$ cat config.mk
export PLATFORM = sky130hd
export DESIGN_NAME = int_pipe_top
export DESIGN_NICKNAME = d
export VERILOG_FILES = /design/src/source/core_pkg.sv /design/src/source/int_pipe_top.sv /design/src/source/stage_decode.sv /design/src/source/stage_execute.sv /design/src/source/stage_writeback.sv
export VERILOG_INCLUDE_DIRS = /design/src /design/src/source
export SDC_FILE = /design/constraint.sdc
export NUM_CORES = 2
export LEC_CHECK = 0
export BUFFER_PORTS_ARGS = -buffer_cell sky130_fd_sc_hd__buf_2
export CAP_MARGIN = 15
export CORE_MARGIN = 2
export CORE_UTILIZATION = 40
export DETAILED_ROUTE_END_ITERATION = 16
export GPL_TIMING_DRIVEN = 0
export HOLD_SLACK_MARGIN = 0.12
export PLACE_DENSITY = 0.6
export SETUP_SLACK_MARGIN = 0.1
export SYNTH_ARGS = -nofsm -noshare
export SYNTH_HDL_FRONTEND = slang
export SYNTH_SLANG_ARGS = --single-unit
$ cat constraint.sdc
create_clock -name clk -period 4.6 [get_ports clk]
set_clock_uncertainty 0.05 [all_clocks]
set_input_delay 0.23 -clock clk [delete_from_list [all_inputs] [get_ports clk]]
set_output_delay 0.23 -clock clk [all_outputs]
set_load 0.05 [all_outputs]
$ cat src/source/core_consts.svh
`ifndef CORE_CONSTS_SVH
`define CORE_CONSTS_SVH

//////////////////////////////////////////////////////////////////////
// widths
//////////////////////////////////////////////////////////////////////

`define XLEN      32
`define ILEN      32
`define REG_AW    5
`define NUM_REGS  32
`define COUNT_W   64

//////////////////////////////////////////////////////////////////////
// major opcodes
//////////////////////////////////////////////////////////////////////

`define OP_IMM    7'b0010011  // register-immediate arithmetic.
`define OP_REG    7'b0110011  // register-register arithmetic.
`define OP_LUI    7'b0110111

//////////////////////////////////////////////////////////////////////
// funct3 and funct7 fields
//////////////////////////////////////////////////////////////////////

`define F3_ADD    3'b000
`define F3_SLL    3'b001
`define F3_SLT    3'b010
`define F3_SLTU   3'b011
`define F3_XOR    3'b100
`define F3_SR     3'b101  // srl and sra share this code.
`define F3_OR     3'b110
`define F3_AND    3'b111

`define F7_BASE   7'b0000000
`define F7_ALT    7'b0100000  // selects sub and sra.

//////////////////////////////////////////////////////////////////////
// ALU operation codes
//////////////////////////////////////////////////////////////////////

`define ALU_ADD   4'd0
`define ALU_SUB   4'd1
`define ALU_SLL   4'd2
`define ALU_SLT   4'd3
`define ALU_SLTU  4'd4
`define ALU_XOR   4'd5
`define ALU_SRL   4'd6
`define ALU_SRA   4'd7
`define ALU_OR    4'd8
`define ALU_AND   4'd9
`define ALU_PASSB 4'd10  // result is op_b, used by lui.

`endif

$ cat src/source/core_pkg.sv
`include "core_consts.svh"

package core_pkg;

    //////////////////////////////////////////////////////////////////
    // datapath words
    //////////////////////////////////////////////////////////////////

    typedef logic [`XLEN-1:0]    uint_x;      // operands, results and data values.
    typedef logic [`ILEN-1:0]    inst_t;
    typedef logic [`XLEN-1:0]    pc_t;

    //////////////////////////////////////////////////////////////////
    // control fields
    //////////////////////////////////////////////////////////////////

    typedef logic [`REG_AW-1:0]  reg_addr_t;  // one of the architectural registers.
    typedef logic [3:0]          alu_op_t;    // holds one of the ALU_ codes.

    // wide enough that neither counter wraps in any realistic run.
    typedef logic [`COUNT_W-1:0] count_t;

endpackage

$ cat src/source/int_pipe_top.sv
`timescale 1ns/10ps

module int_pipe_top (
    input  logic                clk,
    input  logic                rst_n,
    input  logic                inst_valid,
    input  core_pkg::pc_t       inst_pc,
    input  core_pkg::inst_t     inst,
    input  core_pkg::reg_addr_t dbg_addr,
    output core_pkg::uint_x     dbg_data,
    output logic                retire_valid,
    output core_pkg::pc_t       retire_pc,
    output logic                retire_wen,
    output core_pkg::reg_addr_t retire_rd,
    output core_pkg::uint_x     retire_wdata,
    output core_pkg::count_t    inst_count,
    output core_pkg::count_t    clock_count
);

    import core_pkg::*;

    reg_addr_t rs1_addr;
    reg_addr_t rs2_addr;
    uint_x     rs1_data;
    uint_x     rs2_data;

    logic      id_valid;
    pc_t       id_pc;
    alu_op_t   id_alu_op;
    uint_x     id_op_a;
    uint_x     id_op_b;
    logic      id_rf_wen;
    reg_addr_t id_rd;

    uint_x     ex_result;
    logic      wb_valid;
    pc_t       wb_pc;
    logic      wb_rf_wen;
    reg_addr_t wb_rd;
    uint_x     wb_wdata;

    // the decode register doubles as the execute stage's forwarding tag.
    stage_decode u_decode (
        .clk        (clk),
        .rst_n      (rst_n),
        .inst_valid (inst_valid),
        .inst_pc    (inst_pc),
        .inst       (inst),
        .rs1_data   (rs1_data),
        .rs2_data   (rs2_data),
        .rs1_addr   (rs1_addr),
        .rs2_addr   (rs2_addr),
        .ex_valid   (id_valid),
        .ex_rf_wen  (id_rf_wen),
        .ex_rd      (id_rd),
        .ex_result  (ex_result),
        .wb_valid   (wb_valid),
        .wb_rf_wen  (wb_rf_wen),
        .wb_rd      (wb_rd),
        .wb_wdata   (wb_wdata),
        .id_valid   (id_valid),
        .id_pc      (id_pc),
        .id_alu_op  (id_alu_op),
        .id_op_a    (id_op_a),
        .id_op_b    (id_op_b),
        .id_rf_wen  (id_rf_wen),
        .id_rd      (id_rd)
    );

    stage_execute u_execute (
        .clk        (clk),
        .rst_n      (rst_n),
        .id_valid   (id_valid),
        .id_pc      (id_pc),
        .id_alu_op  (id_alu_op),
        .id_op_a    (id_op_a),
        .id_op_b    (id_op_b),
        .id_rf_wen  (id_rf_wen),
        .id_rd      (id_rd),
        .ex_result  (ex_result),
        .wb_valid   (wb_valid),
        .wb_pc      (wb_pc),
        .wb_rf_wen  (wb_rf_wen),
        .wb_rd      (wb_rd),
        .wb_wdata   (wb_wdata)
    );

    stage_writeback u_writeback (
        .clk          (clk),
        .rst_n        (rst_n),
        .valid        (wb_valid),
        .pc           (wb_pc),
        .rf_wen       (wb_rf_wen),
        .rd           (wb_rd),
        .wdata        (wb_wdata),
        .rs1_addr     (rs1_addr),
        .rs2_addr     (rs2_addr),
        .dbg_addr     (dbg_addr),
        .rs1_data     (rs1_data),
        .rs2_data     (rs2_data),
        .dbg_data     (dbg_data),
        .retire_valid (retire_valid),
        .retire_pc    (retire_pc),
        .retire_wen   (retire_wen),
        .retire_rd    (retire_rd),
        .retire_wdata (retire_wdata),
        .inst_count   (inst_count),
        .clock_count  (clock_count)
    );

endmodule

$ cat src/source/stage_decode.sv
`timescale 1ns/10ps
`include "core_consts.svh"

module stage_decode (
    input  logic                clk,
    input  logic                rst_n,
    input  logic                inst_valid,
    input  core_pkg::pc_t       inst_pc,
    input  core_pkg::inst_t     inst,
    input  core_pkg::uint_x     rs1_data,
    input  core_pkg::uint_x     rs2_data,
    output core_pkg::reg_addr_t rs1_addr,
    output core_pkg::reg_addr_t rs2_addr,
    input  logic                ex_valid,
    input  logic                ex_rf_wen,
    input  core_pkg::reg_addr_t ex_rd,
    input  core_pkg::uint_x     ex_result,
    input  logic                wb_valid,
    input  logic                wb_rf_wen,
    input  core_pkg::reg_addr_t wb_rd,
    input  core_pkg::uint_x     wb_wdata,
    output logic                id_valid,
    output core_pkg::pc_t       id_pc,
    output core_pkg::alu_op_t   id_alu_op,
    output core_pkg::uint_x     id_op_a,
    output core_pkg::uint_x     id_op_b,
    output logic                id_rf_wen,
    output core_pkg::reg_addr_t id_rd
);

    import core_pkg::*;

    logic [6:0] opcode;
    logic [2:0] funct3;
    logic [6:0] funct7;
    reg_addr_t  rd;
    uint_x      imm_i;
    uint_x      imm_u;
    uint_x      shamt;
    uint_x      imm;
    alu_op_t    alu_op;
    logic       supported;
    logic       use_rs1;
    logic       use_rs2;
    uint_x      op_a;
    uint_x      op_b;

    //////////////////////////////////////////////////////////////////
    // field extraction
    //////////////////////////////////////////////////////////////////

    assign opcode   = inst[6:0];
    assign rd       = inst[11:7];
    assign funct3   = inst[14:12];
    assign funct7   = inst[31:25];
    assign rs1_addr = inst[19:15];
    assign rs2_addr = inst[24:20];

    assign imm_i = {{(`XLEN-12){inst[31]}}, inst[31:20]};
    assign imm_u = {inst[31:12], 12'b0};
    assign shamt = {{(`XLEN-5){1'b0}}, inst[24:20]};

    always_comb begin
        alu_op    = `ALU_ADD;
        imm       = imm_i;
        supported = 1'b0;
        use_rs1   = 1'b0;
        use_rs2   = 1'b0;
        case (opcode)
            `OP_IMM: begin
                use_rs1   = 1'b1;
                supported = 1'b1;
                case (funct3)
                    `F3_ADD:  alu_op = `ALU_ADD;
                    `F3_SLT:  alu_op = `ALU_SLT;
                    `F3_SLTU: alu_op = `ALU_SLTU;
                    `F3_XOR:  alu_op = `ALU_XOR;
                    `F3_OR:   alu_op = `ALU_OR;
                    `F3_AND:  alu_op = `ALU_AND;
                    `F3_SLL: begin
                        alu_op    = `ALU_SLL;
                        imm       = shamt;
                        supported = (funct7 == `F7_BASE);
                    end
                    `F3_SR: begin
                        alu_op    = (funct7 == `F7_ALT) ? `ALU_SRA : `ALU_SRL;
                        imm       = shamt;
                        supported = (funct7 == `F7_BASE) || (funct7 == `F7_ALT);
                    end
                endcase
            end
            `OP_REG: begin
                use_rs1   = 1'b1;
                use_rs2   = 1'b1;
                supported = (funct7 == `F7_BASE) ||
                            (funct7 == `F7_ALT && (funct3 == `F3_ADD || funct3 == `F3_SR));
                case (funct3)
                    `F3_ADD:  alu_op = (funct7 == `F7_ALT) ? `ALU_SUB : `ALU_ADD;
                    `F3_SLL:  alu_op = `ALU_SLL;
                    `F3_SLT:  alu_op = `ALU_SLT;
                    `F3_SLTU: alu_op = `ALU_SLTU;
                    `F3_XOR:  alu_op = `ALU_XOR;
                    `F3_SR:   alu_op = (funct7 == `F7_ALT) ? `ALU_SRA : `ALU_SRL;
                    `F3_OR:   alu_op = `ALU_OR;
                    `F3_AND:  alu_op = `ALU_AND;
                endcase
            end
            `OP_LUI: begin
                alu_op    = `ALU_PASSB;
                imm       = imm_u;
                supported = 1'b1;
            end
            default: ;  // unsupported encodings retire without a write.
        endcase
    end

    //////////////////////////////////////////////////////////////////
    // operand forwarding
    //////////////////////////////////////////////////////////////////

    // the younger result in execute wins over the one in writeback.
    function automatic uint_x forward(input reg_addr_t addr, input uint_x rf_data);
        if (ex_valid && ex_rf_wen && ex_rd == addr)
            return ex_result;
        if (wb_valid && wb_rf_wen && wb_rd == addr)
            return wb_wdata;
        return rf_data;
    endfunction

    always_comb begin
        op_a = use_rs1 ? forward(rs1_addr, rs1_data) : '0;
        op_b = use_rs2 ? forward(rs2_addr, rs2_data) : imm;
    end

    //////////////////////////////////////////////////////////////////
    // decode/execute register
    //////////////////////////////////////////////////////////////////

    always_ff @(posedge clk) begin
        if (!rst_n) begin
            id_valid  <= 1'b0;
            id_rf_wen <= 1'b0;
        end else begin
            id_valid  <= inst_valid;
            id_rf_wen <= inst_valid && supported && (rd != '0);  // keeps x0 at zero.
        end
    end

    always_ff @(posedge clk) begin
        if (inst_valid) begin
            id_pc     <= inst_pc;
            id_alu_op <= alu_op;
            id_op_a   <= op_a;
            id_op_b   <= op_b;
            id_rd     <= rd;
        end
    end

endmodule

$ cat src/source/stage_execute.sv
`timescale 1ns/10ps
`include "core_consts.svh"

module stage_execute (
    input  logic                clk,
    input  logic                rst_n,
    input  logic                id_valid,
    input  core_pkg::pc_t       id_pc,
    input  core_pkg::alu_op_t   id_alu_op,
    input  core_pkg::uint_x     id_op_a,
    input  core_pkg::uint_x     id_op_b,
    input  logic                id_rf_wen,
    input  core_pkg::reg_addr_t id_rd,
    output core_pkg::uint_x     ex_result,
    output logic                wb_valid,
    output core_pkg::pc_t       wb_pc,
    output logic                wb_rf_wen,
    output core_pkg::reg_addr_t wb_rd,
    output core_pkg::uint_x     wb_wdata
);

    import core_pkg::*;

    logic [4:0] shamt;
    logic       lt_signed;
    logic       lt_unsigned;

    //////////////////////////////////////////////////////////////////
    // ALU
    //////////////////////////////////////////////////////////////////

    assign shamt       = id_op_b[4:0];  // only the low five bits count for rv32.
    assign lt_signed   = $signed(id_op_a) < $signed(id_op_b);
    assign lt_unsigned = id_op_a < id_op_b;

    always_comb begin
        case (id_alu_op)
            `ALU_ADD:   ex_result = id_op_a + id_op_b;
            `ALU_SUB:   ex_result = id_op_a - id_op_b;
            `ALU_SLL:   ex_result = id_op_a << shamt;
            `ALU_SLT:   ex_result = {{(`XLEN-1){1'b0}}, lt_signed};
            `ALU_SLTU:  ex_result = {{(`XLEN-1){1'b0}}, lt_unsigned};
            `ALU_XOR:   ex_result = id_op_a ^ id_op_b;
            `ALU_SRL:   ex_result = id_op_a >> shamt;
            `ALU_SRA:   ex_result = uint_x'($signed(id_op_a) >>> shamt);
            `ALU_OR:    ex_result = id_op_a | id_op_b;
            `ALU_AND:   ex_result = id_op_a & id_op_b;
            `ALU_PASSB: ex_result = id_op_b;
            default:    ex_result = '0;
        endcase
    end

    //////////////////////////////////////////////////////////////////
    // execute/writeback register
    //////////////////////////////////////////////////////////////////

    always_ff @(posedge clk) begin
        if (!rst_n) begin
            wb_valid  <= 1'b0;
            wb_rf_wen <= 1'b0;
        end else begin
            wb_valid  <= id_valid;
            wb_rf_wen <= id_valid && id_rf_wen;
        end
    end

    always_ff @(posedge clk) begin
        if (id_valid) begin
            wb_pc    <= id_pc;
            wb_rd    <= id_rd;
            wb_wdata <= ex_result;
        end
    end

endmodule

$ cat src/source/stage_writeback.sv
`timescale 1ns/10ps
`include "core_consts.svh"

module stage_writeback (
    input  logic                clk,
    input  logic                rst_n,
    input  logic                valid,
    input  core_pkg::pc_t       pc,
    input  logic                rf_wen,
    input  core_pkg::reg_addr_t rd,
    input  core_pkg::uint_x     wdata,
    input  core_pkg::reg_addr_t rs1_addr,
    input  core_pkg::reg_addr_t rs2_addr,
    input  core_pkg::reg_addr_t dbg_addr,
    output core_pkg::uint_x     rs1_data,
    output core_pkg::uint_x     rs2_data,
    output core_pkg::uint_x     dbg_data,
    output logic                retire_valid,
    output core_pkg::pc_t       retire_pc,
    output logic                retire_wen,
    output core_pkg::reg_addr_t retire_rd,
    output core_pkg::uint_x     retire_wdata,
    output core_pkg::count_t    inst_count,
    output core_pkg::count_t    clock_count
);

    import core_pkg::*;

    uint_x regs [`NUM_REGS];

    //////////////////////////////////////////////////////////////////
    // register file
    //////////////////////////////////////////////////////////////////

    // decode never sets rf_wen for x0, so entry zero stays at its reset value.
    always_ff @(posedge clk) begin
        if (!rst_n) begin
            for (int i = 0; i < `NUM_REGS; i++) begin
                regs[i] <= '0;
            end
        end else if (valid && rf_wen) begin
            regs[rd] <= wdata;
        end
    end

    assign rs1_data = regs[rs1_addr];
    assign rs2_data = regs[rs2_addr];
    assign dbg_data = regs[dbg_addr];

    //////////////////////////////////////////////////////////////////
    // counters
    //////////////////////////////////////////////////////////////////

    always_ff @(posedge clk) begin
        if (!rst_n) begin
            clock_count <= '0;
            inst_count  <= '0;
        end else begin
            clock_count <= clock_count + 1'b1;
            if (valid) begin
                inst_count <= inst_count + 1'b1;  // unsupported words count too.
            end
        end
    end

    //////////////////////////////////////////////////////////////////
    // retirement report
    //////////////////////////////////////////////////////////////////

    assign retire_valid = valid;
    assign retire_pc    = pc;
    assign retire_wen   = valid && rf_wen;
    assign retire_rd    = rd;
    assign retire_wdata = wdata;

endmodule
After elaboration in Yosys (flattened, before gate mapping):

Memories as Yosys holds them, arrays and structs flattened.
Index checks and enable logic that the tools add are counted.

* add/sub/neg operators: 4
* magnitude comparators: 2
* eq/ne operators: 25
* shift operators: 3
* multiplexer cells: 34
* bitwise logic cells: 3
* reductions and logical operators: 19

Operators with widths (count)
* 2-to-1 mux 32 bit: 11
* one-hot mux 32 bit (11 select lines): 1
* adder 64 x 1 -> 64 bit (second input constant): 2
* < comparator 32 bit: 2
* one-hot mux 32 bit (2 select lines): 1
* one-hot mux 4 bit (8 select lines): 2
* adder 32 bit: 1
* AND 32 bit: 1
* bitwise OR 32 bit: 1
* OR reduction 32 bit: 1
* << shifter 32 x 5 -> 32 bit: 1
* right shift 32 x 5 -> 32 bit: 1
* >>> shifter 32 x 5 -> 32 bit: 1
* subtractor 32 bit: 1
* XOR 32 bit: 1
* == test 7 x 6 -> 1 bit (second input constant): 3
* == test 5 bit: 4
* == test 4 x 3 -> 1 bit (second input constant): 4
* 2-to-1 mux 1 bit: 15
* == test 3 bit (second input constant): 4
* == test 4 bit (second input constant): 3
* one-hot mux 4 bit (3 select lines): 1
* logical AND 1 bit: 9
* == test 4 x 2 -> 1 bit (second input constant): 2
* other kinds (13): 17

* bits in registers: 306
* memory bits (writable): 1024
* input bits: 72
* output and inout bits: 231
* logic and storage cells: 105
* memories kept: 1

Memories
* u_writeback.regs: words 32, width 32, read ports 3, clocked after Yosys merged registers in 0, write ports 32, RTL line stage_writeback.sv:29 `` uint_x regs [`NUM_REGS]; ``

Longest topological paths before layout:

* depth after elaboration: 7
* gate-level depth with buffers: 17
* depth with buffers taken out: 13

Modules after synthesis:

A second synthesis with hierarchy kept.

* cell total of the unflattened synthesis: 6694
* area, all modules: 84763.8 µm²

Modules (own cells, without submodules)
* stage_writeback: instances 1, cells an instance 4778, area each 68174.1 µm², seq. area each 33311.9 µm²
* stage_execute: instances 1, cells an instance 1421, area each 10963.0 µm², seq. area each 2112.0 µm²
* stage_decode: instances 1, cells an instance 495, area each 5626.6 µm², seq. area each 3193.1 µm²

Least setup slack after synthesis:

OpenSTA, ideal clock, no wires.

* path kind: flip-flop to flip-flop
* start: register u_execute.wb_valid
* end: memory u_writeback.regs[28][0] (netlist bit), enable pin
* library setup time: 0.466 ns
* arrival time: 4.650 ns
* required time: 4.084 ns
* setup slack: -0.566 ns
* stages on the path, launching flop included: 9
* buffers on the path: 4
* clock period less this slack: 5.166 ns
* cells stage by stage: dfxtp_1 buf_4 and2_1 clkbuf_1 nand2_1 or3_1 clkbuf_1 clkbuf_1 o21ai_0

RTL lines
* start, declared: RTL line stage_execute.sv:15 `output logic wb_valid,`
* start signal, assigned: RTL line stage_execute.sv:62 `wb_valid <= id_valid;`
* end, declared: RTL line stage_writeback.sv:29

Worst setup path after layout:

* start: input inst[16]
* end: register u_decode.id_op_a[31] (data pin)

* word-level cells in the longest chain between the ends: 6
* elaborated cells between the ends (all ways): 11
* those cells by class: 2 x eq/ne; 6 x mux; 2 x reduce/logical; 1 x memory

RTL lines
* start, declared: RTL line int_pipe_top.sv:8 `input core_pkg::inst_t inst,`
* branches (longest 5 deep; another with memory (32 x 32 bit))
* 2-to-1 mux 32 bit (*): RTL line stage_decode.sv:125 `if (wb_valid && wb_rf_wen && wb_rd == addr)`
* end signal, assigned: RTL line stage_decode.sv:153 `id_op_a <= op_a;`
* end, declared: RTL line stage_decode.sv:25 `output core_pkg::uint_x id_op_a,`

Mark *: on every way between the ends. The select of a mux whose other input is x is not followed.
A chain may end at the register's enable or synchronous reset.

==> metrics.md <==
| Metric | Value |
|---|---|
| Hold path endpoint | u_decode.id_valid$_SDFF_PN0_ |
| Mapped Avg Cell Area | 13.6 um^2 |
| Final GP Congestion | 1.04 |
| Worst Setup Slack, final | -0.226 ns |
| Die height | 463 um |
| IO Pins | 303 |
| CTS tree | yes |
| 1st-pass router iterations | 7 |
| Area Growth Syn to Fin | 18.1% |
| PortBufs | 287 |
| Die Footprint | 214,000 um^2 |
| Final Max Tran Viols | 0 |
| Commonest non-fill, non-tap cell in the layout | edfxtp_1 |
| FF+latch count, synth | 1,330 |
| Net Count, Synth | 6,394 |
| Setup violations, final | 12 |
| Hold Fails Final Rpt | 0 |
| Crit Path Category | in -> reg |
| Slew HR | 0.0285 |
| Die Width | 463 um |
| DP Worst Slack | -1.97 ns |
| Hold WS | 0.181 ns |
| Core ar. | 210,000 um^2 |
| Clock-pin transition on the worst setup and hold timing paths | 0.06 ns |
| Crit-path max FO | 10 |
| Clock Sinks | 1,330 |
| RSZ-0062 raised after global routing | false |
| Layout cells sized above 1 | 0.286 |
| Clock buffer depth | 3 |
| Power density over the cells | 332 nW/um^2 |
| Tmin final | 4.83 ns |
| YS warnings | 0 |
| Status | finished, violations left |
| Post-Syn Area | 84,200 um^2 |
| Reg2Reg Setup Slack | -0.03 ns |
| Antenna Nets Post-Route | 0 |
| Power Total | 33.0 mW |
| HP Start | rst_n |
| WL final | 421,000 um |
| Final Non-Filler Cells | 9,879 |
| Slew @ Worst Pin | 1.46 ns |
| Max H-tree Level | 4 |
| Vias per cell | 6.90 |
| Reg2reg end | u_writeback.regs[29][7]$_SDFFCE_PN0P_ |
| Worst skew pair latency | 0.89 ns |
| GRT Resource Usage Total | 0.385 |
| Site Rows | 168 |
| Worst VDD drop | 0.426 mV |
| Syn Inst Count | 6,217 |
| # nets final | 7,100 |
| Fin Setup TNS | -0.614 ns |
| Largest net degree at the start of global routing | 71 |
| Inst Count DP | 9,437 |
| Sequential-to-total area share from yosys stat | 0.458 |
| P_leak | 36.1 nW |
| Max cap viols | 0 |
| First-pass GRT wire length | 559,000 um |
| Worst endpoint data arrival time | 5.37 ns |
| Fraction of registers with async set/reset | 0 |
| Hold depth | 3 |
| WL/cell | 42.6 um |
| CP startpoint kind | input pin |
| Worst Hold Class | in -> reg |
| Commonest non-fill, non-tap cells in the layout | edfxtp_1 (1,198), and2_1 (1,131), mux4_2 (982) |
| Non-Filler Cell Area, Final | 99,500 um^2 |
| Initial antenna violation count | 46 |
| First DRT Iteration DRCs | 12,606 |
| Crit Reg-Reg Startpoint | u_execute.wb_valid$_SDFF_PN0_ |
| Final design utilization | 0.475 |
| Dpl hpwl | 312,000 um |
| CTS buffer count | 155 |
| Gr ovfl total | 0 |
| Fmax | 207 MHz |
| Cell variety after synth | 98 |
| Dominant synthesized flop cell | edfxtp_1 |
| Critical Path RT | 5.14 ns |
| Failing checks | setup timing |
| Area after DPL | 92,300 um^2 |
| R2R depth | 10 |
| CTS root buffer | clkbuf_16 |
| Initial Util | 0.402 |
| Via count | 68,129 |
| Worst setup EP type | register |
| Drt drc | 0 |
| Fin crit share | 1.05 |
| Vias in the first global route | 64,483 |
| EDFF count, synth | 1,198 |
cells by family after synthesis:
kind of cell	count (synthesis)	share of synthesized area
muxes	1179	0.287
xor gates and xnor gates	119	0.0124
and+or+nand+nor	1974	0.132
DFF	1330	0.458
adders and majority gates	105	0.0158
buffers and inverters	731	0.0340
AOI/OAI and AO/OA	779	0.0604
synthesized netlist by cell type, drive strengths merged (78+ instances only):
master  number  area, um^2
mux2i      147        1470
buf        146         667
clkbuf     450        1690
nand3       78         390
nor2       260        1040
inv        134         503
mux4       982       22100
dfxtp      132        2640
edfxtp    1198       36000
and2      1132        7080
o21ai      210        1050
ha         103        1290
a21oi      174         871
nand2      238         893
registers in the layout, summed over array words and instances (netlist names):
signal                   cells
u_writeback.regs          1024
u_writeback.clock_count     64
u_writeback.inst_count      64
u_decode.id_op_a            32
u_decode.id_op_b            32
u_decode.id_pc              32
u_execute.wb_pc             32
u_execute.wb_wdata          32
u_decode.id_rd               5
u_execute.wb_rd              5
u_decode.id_alu_op           4
u_decode.id_rf_wen           1
u_decode.id_valid            1
u_execute.wb_rf_wen          1
u_execute.wb_valid           1
final cells by class:
| type | count | area (um^2) |
|---|---|---|
| sequential | 1330 | 38600 |
| clock inverter | 86 | 1000 |
| tap | 2805 | 3510 |
| antenna | 29 | 72.6 |
| inverter | 135 | 527 |
| multi-input combinational | 4156 | 43600 |
| buffer | 596 | 2590 |
| fill | 18548 | 110000 |
| clock buffer | 193 | 4100 |
| timing repair buffer | 549 | 5450 |
metal layers:
layer	wire length [um]	part of all wire	global-route usage
met2	173000	0.41	0.533
met5	536	0.0013	0.0143
met4	34300	0.081	0.257
met3	66000	0.16	0.178
met1	147000	0.35	0.478
where the power goes:
group,switching (mW),total [mW],leakage (nW),internal (mW)
clock,5.62,12.7,2.47,7.08
combinational,4.05,6.27,20.3,2.23
sequential,0.481,14.1,13.3,13.6
repair_timing:
item,in CTS,in global routing
hold buffers,92,0
endpoints found under the setup margin,92,64
pin swaps,13,14
setup buffers,16,7
resized for setup,115,69
endpoints found under the hold margin,93,0
worst max path at each step:
stage                                   from                                endpoint  slack, ns  depth (start not counted)
2_1_floorplan  u_execute.wb_valid$_SDFF_PN0_   u_writeback.regs[28][0]$_SDFFCE_PN0P_      -0.57                          8
3_3_place_gp   u_execute.wb_valid$_SDFF_PN0_  u_writeback.regs[20][12]$_SDFFCE_PN0P_      -5.13                          8
3_5_place_dp   u_decode.id_op_b[3]$_DFFE_PP_          u_decode.id_op_b[27]$_DFFE_PP_      -1.97                         15
4_1_cts        u_decode.id_op_b[2]$_DFFE_PP_      u_decode.id_op_a[20]$_SDFFCE_PN0P_       0.09                         18
5_1_grt        u_decode.id_op_b[1]$_DFFE_PP_          u_decode.id_op_b[29]$_DFFE_PP_       0.07                         17
6_report                            inst[16]      u_decode.id_op_a[31]$_SDFFCE_PN0P_      -0.23                          9
critical path: stages:
cell	delay [ns]
clkbuf_1	0.90
clkbuf_1	1.03
clkbuf_1	1.10
mux4_2	0.43
mux4_2	0.53
mux2i_1	0.73
nand2_1	0.14
o21ai_0	0.12
o22ai_1	0.12
No activity file was read; power rests on OpenSTA's default activity.
